[src/hdl/core_types_pkg.sv]
// ------------------------------
// Core-wide widths and types for physical registers,
// ROB indices, PRF banks and the writeback bus
// ------------------------------
`default_nettype none

package core_types_pkg;

    // Physical register file
    localparam int PR_COUNT = 64;
    localparam int LOG_PR_COUNT = $clog2(PR_COUNT);

    // Reorder buffer
    localparam int ROB_ENTRIES = 64;
    localparam int LOG_ROB_ENTRIES = $clog2(ROB_ENTRIES);

    // PRF banking, bank is the low bits of the register number
    localparam int PRF_BANK_COUNT = 4;
    localparam int LOG_PRF_BANK_COUNT = $clog2(PRF_BANK_COUNT);

    typedef logic [LOG_PR_COUNT-1:0] pr_t;
    typedef logic [LOG_ROB_ENTRIES-1:0] rob_idx_t;
    typedef logic [LOG_PR_COUNT-LOG_PRF_BANK_COUNT-1:0] upper_pr_t;
    typedef logic [31:0] word_t;

    // One bank's slot on the writeback bus
    typedef struct packed {
        logic      valid;
        upper_pr_t upper_pr;
    } wb_bus_t;

endpackage

`default_nettype wire

[src/hdl/mdu_pkg.sv]
// ------------------------------
// MDU opcodes, divider states and pipeline structs
// ------------------------------
`default_nettype none

package mdu_pkg;

    import core_types_pkg::*;

    // RISC-V funct3 order
    // Bit 2 is divide, bit 1 remainder, bit 0 unsigned
    typedef enum logic [2:0] {
        MUL    = 3'b000,
        MULH   = 3'b001,
        MULHSU = 3'b010,
        MULHU  = 3'b011,
        DIV    = 3'b100,
        DIVU   = 3'b101,
        REM    = 3'b110,
        REMU   = 3'b111
    } mdu_op_t;

    typedef enum logic [1:0] {
        DIV_IDLE,
        DIV_RUN,
        DIV_DONE
    } div_state_t;

    // ------------------------------
    // Pipeline payloads

    typedef struct packed {
        logic forward;
        logic is_zero;
        pr_t  pr;
    } mdu_operand_t;

    typedef struct packed {
        mdu_op_t      op;
        mdu_operand_t a;
        mdu_operand_t b;
        pr_t          dest_pr;
        rob_idx_t     rob_index;
    } mdu_issue_t;

    typedef struct packed {
        mdu_op_t  op;
        pr_t      a_pr;
        pr_t      b_pr;
        word_t    a_data;
        word_t    b_data;
        pr_t      dest_pr;
        rob_idx_t rob_index;
    } mdu_exec_t;

    typedef struct packed {
        word_t    data;
        pr_t      dest_pr;
        rob_idx_t rob_index;
    } mdu_wb_t;

endpackage

`default_nettype wire

[src/hdl/mdu_divider.sv]
// ------------------------------
// Iterative radix-2 restoring divider
// ------------------------------
`timescale 1ns/1ps
`default_nettype none

module mdu_divider
    import core_types_pkg::*, mdu_pkg::*;
(
    input  logic  CLK,
    input  logic  nRST,

    input  logic  start,
    input  logic  is_signed,
    input  word_t dividend,
    input  word_t divisor,
    input  logic  accept,

    output logic  done,
    output word_t quotient,
    output word_t remainder
);
    div_state_t  state;
    logic [4:0]  step;

    word_t       dividend_q, divisor_q;
    logic        signed_q;
    word_t       quo_acc, rem_acc;

    logic        div_by_zero, overflow;
    logic        a_neg, b_neg;
    word_t       a_mag, b_mag;
    word_t       src_quo, src_rem;
    logic [32:0] shifted;
    logic        quo_bit;
    word_t       next_quo, next_rem;

    // Special cases are resolved at start without iterating
    assign div_by_zero = (divisor == '0);
    assign overflow = is_signed & (dividend == 32'h8000_0000) & (divisor == 32'hffff_ffff);

    // Magnitudes of the latched operands
    assign a_neg = signed_q & dividend_q[31];
    assign b_neg = signed_q & divisor_q[31];
    assign a_mag = a_neg ? -dividend_q : dividend_q;
    assign b_mag = b_neg ? -divisor_q : divisor_q;

    // ------------------------------
    // One shift-subtract step
    always_comb begin
        src_quo = (step == '0) ? a_mag : quo_acc;
        src_rem = (step == '0) ? '0 : rem_acc;
        shifted = {src_rem, src_quo[31]};
        quo_bit = (shifted >= {1'b0, b_mag});
        if (quo_bit) begin
            next_rem = shifted[31:0] - b_mag;
        end else begin
            next_rem = shifted[31:0];
        end
        next_quo = {src_quo[30:0], quo_bit};
    end

    // ------------------------------
    // Control FSM
    always_ff @(posedge CLK or negedge nRST) begin
        if (~nRST) begin
            state <= DIV_IDLE;
            step <= '0;
        end else begin
            case (state)
                DIV_IDLE: begin
                    if (start) begin
                        step <= '0;
                        state <= (div_by_zero | overflow) ? DIV_DONE : DIV_RUN;
                    end
                end
                DIV_RUN: begin
                    step <= step + 5'd1;
                    if (step == 5'd31) begin
                        state <= DIV_DONE;
                    end
                end
                DIV_DONE: begin
                    if (accept) begin
                        state <= DIV_IDLE;
                    end
                end
                default: state <= DIV_IDLE;
            endcase
        end
    end

    // Datapath
    always_ff @(posedge CLK) begin
        if (state == DIV_IDLE && start) begin
            dividend_q <= dividend;
            divisor_q <= divisor;
            signed_q <= is_signed;
            if (div_by_zero) begin
                quo_acc <= '1;
                rem_acc <= dividend;
            end else if (overflow) begin
                quo_acc <= dividend;
                rem_acc <= '0;
            end
        end else if (state == DIV_RUN) begin
            if (step == 5'd31) begin
                // Sign fix on the last step
                quo_acc <= (a_neg ^ b_neg) ? -next_quo : next_quo;
                rem_acc <= a_neg ? -next_rem : next_rem;
            end else begin
                quo_acc <= next_quo;
                rem_acc <= next_rem;
            end
        end
    end

    assign done = (state == DIV_DONE);
    assign quotient = quo_acc;
    assign remainder = rem_acc;

endmodule

`default_nettype wire

[src/hdl/mdu_multiplier.sv]
// ------------------------------
// 32x32 multiply, all RISC-V M sign forms
// ------------------------------
`timescale 1ns/1ps
`default_nettype none

module mdu_multiplier
    import core_types_pkg::*, mdu_pkg::*;
(
    input  mdu_op_t op,
    input  word_t   a,
    input  word_t   b,
    output word_t   product_word
);
    logic        a_signed, b_signed;
    logic [32:0] a_ext, b_ext;
    logic [65:0] product;

    // MULH is signed-signed, MULHSU signed-unsigned, MULHU unsigned
    assign a_signed = (op == MULH) | (op == MULHSU);
    assign b_signed = (op == MULH);

    // One extra bit lets a single signed multiply cover all forms
    assign a_ext = {a_signed & a[31], a};
    assign b_ext = {b_signed & b[31], b};

    assign product = $signed(a_ext) * $signed(b_ext);

    always_comb begin
        if (op == MUL) begin
            product_word = product[31:0];
        end else begin
            product_word = product[63:32];
        end
    end

endmodule

`default_nettype wire

[src/hdl/mdu_operand_collect.sv]
// ------------------------------
// Operand-collect stage, holds one operation
// until both operands are present
// ------------------------------
`timescale 1ns/1ps
`default_nettype none

module mdu_operand_collect
    import core_types_pkg::*, mdu_pkg::*;
(
    input  logic       CLK,
    input  logic       nRST,

    input  logic       issue_valid,
    input  mdu_issue_t issue,
    output logic       issue_ready,

    input  logic       A_reg_read_ack,
    input  logic       A_reg_read_port,
    input  logic       B_reg_read_ack,
    input  logic       B_reg_read_port,
    input  word_t      reg_read_data [PRF_BANK_COUNT-1:0][1:0],
    input  word_t      forward_data [PRF_BANK_COUNT-1:0],

    input  logic       stall_wb,
    output logic       exec_valid,
    output mdu_exec_t  exec
);
    logic       valid_oc;
    logic       first_oc;
    mdu_issue_t held;

    logic       a_saved, b_saved;
    word_t      a_saved_data, b_saved_data;

    logic       a_arrive, b_arrive;
    logic       a_present, b_present;
    word_t      a_data, b_data;
    logic       launch;

    // Forward data only counts in the first cycle in collect
    assign a_arrive = (held.a.forward & first_oc) | A_reg_read_ack;
    assign b_arrive = (held.b.forward & first_oc) | B_reg_read_ack;

    assign a_present = held.a.is_zero | a_saved | a_arrive;
    assign b_present = held.b.is_zero | b_saved | b_arrive;

    assign launch = valid_oc & a_present & b_present & ~stall_wb;
    assign issue_ready = ~valid_oc | launch;

    // Operand data select
    always_comb begin
        if (held.a.is_zero) begin
            a_data = '0;
        end else if (a_saved) begin
            a_data = a_saved_data;
        end else if (held.a.forward & first_oc) begin
            a_data = forward_data[held.a.pr[LOG_PRF_BANK_COUNT-1:0]];
        end else begin
            a_data = reg_read_data[held.a.pr[LOG_PRF_BANK_COUNT-1:0]][A_reg_read_port];
        end

        if (held.b.is_zero) begin
            b_data = '0;
        end else if (b_saved) begin
            b_data = b_saved_data;
        end else if (held.b.forward & first_oc) begin
            b_data = forward_data[held.b.pr[LOG_PRF_BANK_COUNT-1:0]];
        end else begin
            b_data = reg_read_data[held.b.pr[LOG_PRF_BANK_COUNT-1:0]][B_reg_read_port];
        end
    end

    always_ff @(posedge CLK or negedge nRST) begin
        if (~nRST) begin
            valid_oc <= 1'b0;
            first_oc <= 1'b0;
            a_saved <= 1'b0;
            b_saved <= 1'b0;
        end else if (issue_ready) begin
            valid_oc <= issue_valid;
            first_oc <= 1'b1;
            a_saved <= 1'b0;
            b_saved <= 1'b0;
        end else begin
            first_oc <= 1'b0;
            a_saved <= a_saved | a_arrive;
            b_saved <= b_saved | b_arrive;
        end
    end

    // Payload, latched while the operation waits
    always_ff @(posedge CLK) begin
        if (issue_ready) begin
            held <= issue;
        end
        if (a_arrive & ~a_saved) begin
            a_saved_data <= a_data;
        end
        if (b_arrive & ~b_saved) begin
            b_saved_data <= b_data;
        end
    end

    assign exec_valid = launch;
    assign exec = '{
        op:        held.op,
        a_pr:      held.a.pr,
        b_pr:      held.b.pr,
        a_data:    a_data,
        b_data:    b_data,
        dest_pr:   held.dest_pr,
        rob_index: held.rob_index
    };

endmodule

`default_nettype wire

[src/hdl/mdu_pipeline.sv]
// ------------------------------
// MDU pipeline top, writeback stage and stall control
// ------------------------------
`timescale 1ns/1ps
`default_nettype none

module mdu_pipeline
    import core_types_pkg::*, mdu_pkg::*;
#(
    parameter int RESULT_CACHE_ENTRIES = 4
) (
    input  logic       CLK,
    input  logic       nRST,

    input  logic       issue_valid,
    input  mdu_issue_t issue,
    output logic       issue_ready,

    input  logic       A_reg_read_ack,
    input  logic       A_reg_read_port,
    input  logic       B_reg_read_ack,
    input  logic       B_reg_read_port,
    input  word_t      reg_read_data [PRF_BANK_COUNT-1:0][1:0],
    input  word_t      forward_data [PRF_BANK_COUNT-1:0],
    input  wb_bus_t    wb_bus [PRF_BANK_COUNT-1:0],

    output logic       WB_valid,
    output mdu_wb_t    wb,
    input  logic       WB_ready
);
    logic      exec_valid;
    mdu_exec_t exec;
    logic      stall_wb;

    logic      valid_wb;
    mdu_exec_t exec_wb;
    logic      is_div;

    word_t     product_word;
    logic      div_start, div_accept, div_done, div_busy;
    word_t     div_quotient, div_remainder;
    logic      hit;
    word_t     hit_quotient, hit_remainder;

    mdu_operand_collect i_collect (
        .CLK, .nRST,
        .issue_valid, .issue, .issue_ready,
        .A_reg_read_ack, .A_reg_read_port, .B_reg_read_ack, .B_reg_read_port,
        .reg_read_data, .forward_data,
        .stall_wb, .exec_valid, .exec
    );

    // ------------------------------
    // Writeback stage
    assign is_div = exec_wb.op[2];
    assign stall_wb = valid_wb & (~WB_ready | (is_div & ~(hit | div_done)));

    always_ff @(posedge CLK or negedge nRST) begin
        if (~nRST) begin
            valid_wb <= 1'b0;
        end else if (~stall_wb) begin
            valid_wb <= exec_valid;
        end
    end

    always_ff @(posedge CLK) begin
        if (~stall_wb) begin
            exec_wb <= exec;
        end
    end

    mdu_multiplier i_mul (.op(exec_wb.op), .a(exec_wb.a_data), .b(exec_wb.b_data), .product_word);

    // Divider runs only on a cache miss
    assign div_start = valid_wb & is_div & ~hit & ~div_busy;
    assign div_accept = WB_valid & WB_ready & is_div & ~hit;

    always_ff @(posedge CLK or negedge nRST) begin
        if (~nRST) begin
            div_busy <= 1'b0;
        end else if (div_start) begin
            div_busy <= 1'b1;
        end else if (div_accept) begin
            div_busy <= 1'b0;
        end
    end

    mdu_divider i_div (
        .CLK, .nRST, .start(div_start), .is_signed(~exec_wb.op[0]),
        .dividend(exec_wb.a_data), .divisor(exec_wb.b_data), .accept(div_accept),
        .done(div_done), .quotient(div_quotient), .remainder(div_remainder)
    );

    mdu_result_cache #(.RESULT_CACHE_ENTRIES(RESULT_CACHE_ENTRIES)) i_cache (
        .CLK, .nRST,
        .lookup_a_pr(exec_wb.a_pr), .lookup_b_pr(exec_wb.b_pr),
        .lookup_unsigned(exec_wb.op[0]), .wb_bus,
        .fill(div_accept), .fill_quotient(div_quotient), .fill_remainder(div_remainder),
        .hit, .hit_quotient, .hit_remainder
    );

    // ------------------------------
    // Result select
    assign WB_valid = valid_wb & (~is_div | hit | div_done);

    always_comb begin
        if (~is_div) begin
            wb.data = product_word;
        end else if (hit) begin
            wb.data = exec_wb.op[1] ? hit_remainder : hit_quotient;
        end else begin
            wb.data = exec_wb.op[1] ? div_remainder : div_quotient;
        end
        wb.dest_pr = exec_wb.dest_pr;
        wb.rob_index = exec_wb.rob_index;
    end

endmodule

`default_nettype wire

[src/hdl/mdu_result_cache.sv]
// ------------------------------
// Divide result cache with writeback-bus invalidation
// ------------------------------
`timescale 1ns/1ps
`default_nettype none

module mdu_result_cache
    import core_types_pkg::*;
#(
    parameter int RESULT_CACHE_ENTRIES = 4
) (
    input  logic    CLK,
    input  logic    nRST,

    input  pr_t     lookup_a_pr,
    input  pr_t     lookup_b_pr,
    input  logic    lookup_unsigned,
    input  wb_bus_t wb_bus [PRF_BANK_COUNT-1:0],

    input  logic    fill,
    input  word_t   fill_quotient,
    input  word_t   fill_remainder,

    output logic    hit,
    output word_t   hit_quotient,
    output word_t   hit_remainder
);
    localparam int IDX_W = (RESULT_CACHE_ENTRIES > 1) ? $clog2(RESULT_CACHE_ENTRIES) : 1;

    typedef struct packed {
        pr_t   a_pr;
        pr_t   b_pr;
        logic  is_unsigned;
        word_t quotient;
        word_t remainder;
    } cache_entry_t;

    logic         valid [RESULT_CACHE_ENTRIES];
    cache_entry_t entry [RESULT_CACHE_ENTRIES];
    logic [IDX_W-1:0] fill_idx;

    // True when the bus announces a write to this register
    function automatic logic wb_names(input pr_t pr, input wb_bus_t bus [PRF_BANK_COUNT-1:0]);
        wb_bus_t slot;
        slot = bus[pr[LOG_PRF_BANK_COUNT-1:0]];
        return slot.valid & (slot.upper_pr == pr[LOG_PR_COUNT-1:LOG_PRF_BANK_COUNT]);
    endfunction

    always_ff @(posedge CLK or negedge nRST) begin
        if (~nRST) begin
            fill_idx <= '0;
            for (int i = 0; i < RESULT_CACHE_ENTRIES; i++) begin
                valid[i] <= 1'b0;
            end
        end else begin
            for (int i = 0; i < RESULT_CACHE_ENTRIES; i++) begin
                if (wb_names(entry[i].a_pr, wb_bus) | wb_names(entry[i].b_pr, wb_bus)) begin
                    valid[i] <= 1'b0;
                end
            end
            if (fill) begin
                // A source overwritten this very cycle leaves the entry stale
                valid[fill_idx] <= ~(wb_names(lookup_a_pr, wb_bus)
                                     | wb_names(lookup_b_pr, wb_bus));
                fill_idx <= (fill_idx == IDX_W'(RESULT_CACHE_ENTRIES - 1)) ? '0 : fill_idx + 1'b1;
            end
        end
    end

    always_ff @(posedge CLK) begin
        if (fill) begin
            entry[fill_idx] <= '{lookup_a_pr, lookup_b_pr, lookup_unsigned,
                                 fill_quotient, fill_remainder};
        end
    end

    // Lookup keyed on both registers and signedness
    always_comb begin
        hit = 1'b0;
        hit_quotient = entry[0].quotient;
        hit_remainder = entry[0].remainder;
        for (int i = 0; i < RESULT_CACHE_ENTRIES; i++) begin
            if (valid[i] && entry[i].a_pr == lookup_a_pr && entry[i].b_pr == lookup_b_pr
                    && entry[i].is_unsigned == lookup_unsigned) begin
                hit = 1'b1;
                hit_quotient = entry[i].quotient;
                hit_remainder = entry[i].remainder;
            end
        end
    end

endmodule

`default_nettype wire

[config.mk]
export PLATFORM = sky130hd
export DESIGN_NAME = mdu_pipeline
export DESIGN_NICKNAME = d
export VERILOG_FILES = /design/src/hdl/core_types_pkg.sv /design/src/hdl/mdu_pkg.sv /design/src/hdl/mdu_divider.sv /design/src/hdl/mdu_multiplier.sv /design/src/hdl/mdu_operand_collect.sv /design/src/hdl/mdu_pipeline.sv /design/src/hdl/mdu_result_cache.sv
export SDC_FILE = /design/constraint.sdc
export NUM_CORES = 2
export LEC_CHECK = 0
export ABC_CLOCK_PERIOD_IN_PS = 11900
export BUFFER_PORTS_ARGS = -buffer_cell sky130_fd_sc_hd__buf_2
export CORE_MARGIN = 5
export CORE_UTILIZATION = 30
export DETAILED_ROUTE_END_ITERATION = 8
export PLACE_DENSITY = 0.49
export SYNTH_ARGS = -nofsm -noshare
export SYNTH_HDL_FRONTEND = slang
export SYNTH_SLANG_ARGS = --single-unit
[constraint.sdc]
create_clock -name CLK -period 11.9 [get_ports CLK]
set_clock_uncertainty 0.05 [all_clocks]
set_input_delay 0 -clock CLK [delete_from_list [all_inputs] [get_ports CLK]]
set_output_delay 0 -clock CLK [all_outputs]
set_load 0.01 [all_outputs]
== Yosys cells after proc, flatten, opt, wreduce, memory -nomap -nowiden ==
Memories as Yosys holds them, arrays and structs flattened.
Cells that the tools add are included.

* Register bits: 334
* Bits in latches: 0
* Memory bits (writable): 308
* ROM bits: 0
* Output and inout bits: 46
* Logic and storage cells: 278
* Memories: 1

* Add/subtract/negate cells: 7
* Multiply operators: 1
* Div/mod/pow operators: 0
* $lt $le $gt $ge: 17
* Equal/unequal tests: 34
* Shift-type cells: 0
* Mux-type cells: 93
* Bitwise gates (word level): 65
* Reductions and logical operators: 24

{| class="wikitable"
|+ Memories
! memory !! words !! width !! read ports !! clocked after memory_dff !! write ports !! RTL line !! text
|-
| i_cache.entry || 4 || 77 || 4 || 0 || 1 || mdu_result_cache.sv:39 || <nowiki>cache_entry_t entry [RESULT_CACHE_ENTRIES];</nowiki>
|}

{| class="wikitable"
|+ Operators with widths
! kind !! number
|-
| 2-to-1 mux 32 bit || 40
|-
| binary-select mux 64 bit (select 2 bit) || 2
|-
| binary-select mux 32 bit (select 2 bit) || 2
|-
| 2-to-1 mux 64 bit || 2
|-
| negator 32 bit || 4
|-
| binary-select mux 5 bit (select 2 bit) || 10
|-
| equality test 32 bit, second input constant || 2
|-
| multiplier 33 x 33 -> 64 bit || 1
|-
| 2-to-1 mux 5 bit || 11
|-
| equality test 6 bit || 8
|-
| equality test 4 bit || 10
|-
| < comparator 2 x 3 -> 1 bit, second input constant || 12
|-
| >= comparator 33 x 32 -> 1 bit || 1
|-
| AND 1 bit || 32
|-
| zero test 32 bit || 1
|-
| subtractor 32 bit || 1
|-
| bitwise OR 1 bit || 20
|-
| 2-to-1 mux 1 bit || 16
|-
| logical AND 1 bit || 14
|-
| inverter 1 bit || 11
|-
| 2-to-1 mux 2 bit || 5
|-
| one-hot mux 5 bit (2 select lines) || 1
|-
| one-hot mux 2 bit (3 select lines) || 1
|-
| nonzero test 2 bit || 3
|-
| other kinds (24) || 31
|}

== Logic depth before layout (Yosys ltp) ==
* Depth after elaboration: 17
* Gate-level depth with buffers: 33
* Mapped depth without buffers: 31

== Hierarchy ==
Synthesis repeated with hierarchy kept, for this count alone.

* Cell total of the unflattened synthesis: 7,729
* Area, all modules: 78,621.7 sq um

{| class="wikitable"
|+ By module, submodules not included
! module !! instances !! cells each !! area each (sq um)
|-
| mdu_multiplier || 1 || 4,360 || 38,677.1
|-
| mdu_result_cache || 1 || 853 || 14,017.2
|-
| mdu_divider || 1 || 1,351 || 11,559.8
|-
| mdu_operand_collect || 1 || 901 || 10,089.7
|-
| mdu_pipeline || 1 || 264 || 4,277.9
|}

== Worst setup path after synthesis ==
Ideal clock, no wire load.

* Path type: flip-flop to output port
* Start: register exec_wb[88] (netlist name)
* End: output wb[43] (netlist name)
* Arrival: 9.224 ns
* Required time: 11.850 ns
* Path slack: 2.626 ns
* Cell stages (with the launch flop): 32
* Cells stage by stage: edfxtp_1 -> clkbuf_1 -> xnor2_1 -> nor2_1 -> and2_0 -> clkbuf_1 -> nand2_1 -> fa_1 -> fa_1 -> inv_1 -> fa_1 -> inv_1 -> fa_1 -> inv_1 -> fa_1 -> fa_1 -> fa_1 -> inv_1 -> fa_1 -> inv_1 -> ha_1 -> clkbuf_1 -> a21o_1 -> a21o_1 -> a21oi_1 -> nor2b_1 -> o21ai_0 -> nand2b_1 -> nor3_1 -> nor3b_1 -> or4b_2 -> a31oi_1

{| class="wikitable"
|+ RTL lines
! element !! RTL line !! text
|-
| from (decl) || mdu_pipeline.sv:36 || <nowiki>mdu_exec_t exec_wb;</nowiki>
|-
| from (signal assigned) || mdu_pipeline.sv:68 || <nowiki>exec_wb <= exec;</nowiki>
|-
| to (decl) || mdu_pipeline.sv:28 || <nowiki>output mdu_wb_t wb,</nowiki>
|}

==> flow_summary.ini <==
[status]
status = finished, final reports clean

[routing]
vias_per_cell = 5.19
dr.pass1.iters = 5
vias = 57800
wirelength_mm = 273
drtIter0Drc = 4841
wire_per_inst_um = 24.5
drc_errors = 0
antenna_left = 0

[logic_synthesis]
yosysSeqAreaShare_pct = 24.9
synth_seq_cells = 642
ys_types = 93
syn_nets = 9267
synth_commonest_cells = inv_1, fa_1, nand2_1, edfxtp_1, clkbuf_1
async_reset_ff_share_pct = 2.96
synth_area_mm2 = 0.0771
yosysMostFrequentCell = inv_1
synth_top_area_share_pct = 29.2
ys_dominant_reg_cell = edfxtp_1
netlist_instances = 7443
yosys_warnings = 0
synth_top_area_cell = fa_1
synth.area.top_cells = fa_1, edfxtp_1, mux4_2
synth-edff-count = 623
avgSynthCellArea_um2 = 10.4

[clocking]
clock_tree.root_cell = clkbuf_16
clkLatencyLatePin_ps = 690
cts.sinks = 642
numCtsBuffers = 74
cts_tree = built
path_clk_slew_ps = 70
cts.repair.resized = 0
post_cts_buffers = 0
cts.path.max_buffers = 3
ctsHtreeMaxLevel = 3
holdBufCountCts = 74

[sta]
maxSlewViolCount = 0
relSlewSlack_pct = 11.1
finalSetupViolCount = 0
hold_viol = 0
rsz0062_at_grt = no
tightest_slew_ps = 1330
fmax_mhz = 92.0
fin_tns_setup_ps = 0
post-route-period-util_pct = 91.3
hold-worst-slack_ps = 41.2
worst_slack_ps = 1030
finalCriticalPeriod_ps = 10870

[global_routing]
grt_max_degree = 130
antenna_found_initial = 48
track_usage_pct = 20.3
grt_pass1_vias = 61300
grt_first_pass_wirelength_mm = 409
overflow = 0

[floorplan]
die_area_mm2 = 0.267
coreArea_mm2 = 0.256
num_io_pins = 489
die_w_um = 517
die_h_um = 517
core.rowCount = 186
start_util_pct = 30.1

[worst_setup_path]
worst_ep_required_time_ps = 11850
crit_slowest_cell = fa_1
worst-setup-path-type = flip-flop to output port
path_buf_inv = 10
arrival_ps = 10820
cp_common_cell = fa_1
cp_max_fo = 22
critical-path-max-stage-delay_ps = 750
cp_top_family = adder cells
cp-end-kind = output port
cp-start-kind = flip-flop

[layout]
drive_above_1_share_pct = 13.6
final_cells = 11100
fillers = 26200
area_delta_synth_final_pct = 11.5
nets = 9504

[place]
place_ws_ps = 1600
place_hpwl_mm = 206
placed_cells = 10900
place_congestion = 0.894
io_buffers = 488

[flow_run]
max_cap_viol_count = 0

[worst_hold_path]
hold_path_class = input pin to flip-flop
placed cells by master, fill, tap and decap left out, types with 26 or more instances in the layout:
cell,instances
fa_1,1126
a21o_1,52
nor4_1,33
xor2_1,118
o21ai_0,217
inv_1,1212
ha_1,255
buf_4,125
nor3_1,75
clkbuf_16,75
mux4_2,269
and2_1,345
xnor2_1,167
nand4_1,42
a21oi_1,285
nand2_1,984
nor2_1,311
o31ai_1,26
edfxtp_1,623
buf_2,488
mux2i_1,189
and3_1,32
nand3_1,83
dlygate4sd3_1,73
a211oi_1,87
a31oi_1,33
area by class of cell:
class                           instances  area [um2]  share of cell area (%)
Antenna cell                           18        45.0                  0.0524
Clock buffer                           99        2000                    2.32
Sequential cell                       642       19200                    22.3
Inverter                             1216        4570                    5.31
Tap cell                             3384        4230                    4.92
Multi-Input combinational cell       5058       51400                    59.8
Clock inverter                         35         425                   0.495
Timing Repair Buffer                  688        4150                    4.83
per-stage QoR:
| stage | util [%] | instance area, um2 |
|---|---|---|
| floorplan | - | 77100 |
| CTS | 33.5 | 86000 |
| global route | 33.5 | 86000 |
| finish | 33.5 | 86000 |
| detailed placement | 32.3 | 82800 |
| global placement | 32.3 | 82800 |
worst register-to-register path, delay by kind of cell, from the launching register on:
kind | cells | cell delay [ps]
buffers and inverters | 2 | 570
and+or+nand+nor | 14 | 4110
AOI/OAI and AO/OA | 7 | 2370
DFF | 1 | 440
adders and majority gates | 2 | 660
worst paths after layout:
kind / startpoint / endpoint / slack (ps) / depth (start not counted)
setup / recovery: exec_wb[88] / wb[43] / 1030 / 33
hold / removal: issue[28] / i_collect.exec[88] / 40 / 2
setup reg to reg: i_div.dividend_q[10] / i_div.remainder[30] / 3540 / 25
hold reg to reg: i_collect.exec[6] / wb[6] / 360 / 0
max in group asynchronous: nRST / valid_wb / 11310 / 4
min in group asynchronous: nRST / i_collect.first_oc / 310 / 4
state kept, by name, summed over array words and instances (netlist names):
register	count
wb	12
i_div.quotient	32
i_div.divisor_q	32
i_cache.fill_idx	2
i_collect.a_saved	1
i_div.signed_q	1
i_collect.a_saved_data	32
i_cache.valid	4
i_div.state	2
i_collect.exec	27
i_collect.b_saved_data	32
i_collect.held	4
div_busy	1
valid_wb	1
i_div.remainder	32
i_collect.b_saved	1
i_div.step	5
i_collect.valid_oc	1
i_cache.entry	308
i_div.dividend_q	32
exec_wb	79
i_collect.first_oc	1
kinds of logic (layout without fill, tap and decap cells):
kind of cell | Yosys count | after routing | share of synthesized area, %
other cells | 0 | 18 | 0
flops | 642 | 642 | 24.9
mux | 460 | 460 | 10.3
simple gates | 2051 | 2051 | 12.4
xor+xnor | 285 | 285 | 3.24
compound gates | 881 | 881 | 7.14
buf+inv | 1743 | 2038 | 8.61
fa+ha+maj | 1381 | 1381 | 33.4
layer usage:
layer  vias to the layer above  wire [um]  global-route usage [%]
met5                         -        157                       0
met4                        24       7940                    5.38
met3                       399      20300                    3.74
met2                      2239     125000                    32.7
met1                     30300     119000                    28.3
li1                      24800          -                       -
Power is not shown: default switching activity piles up to over one toggle a cycle in this logic, so the estimate is an artifact.
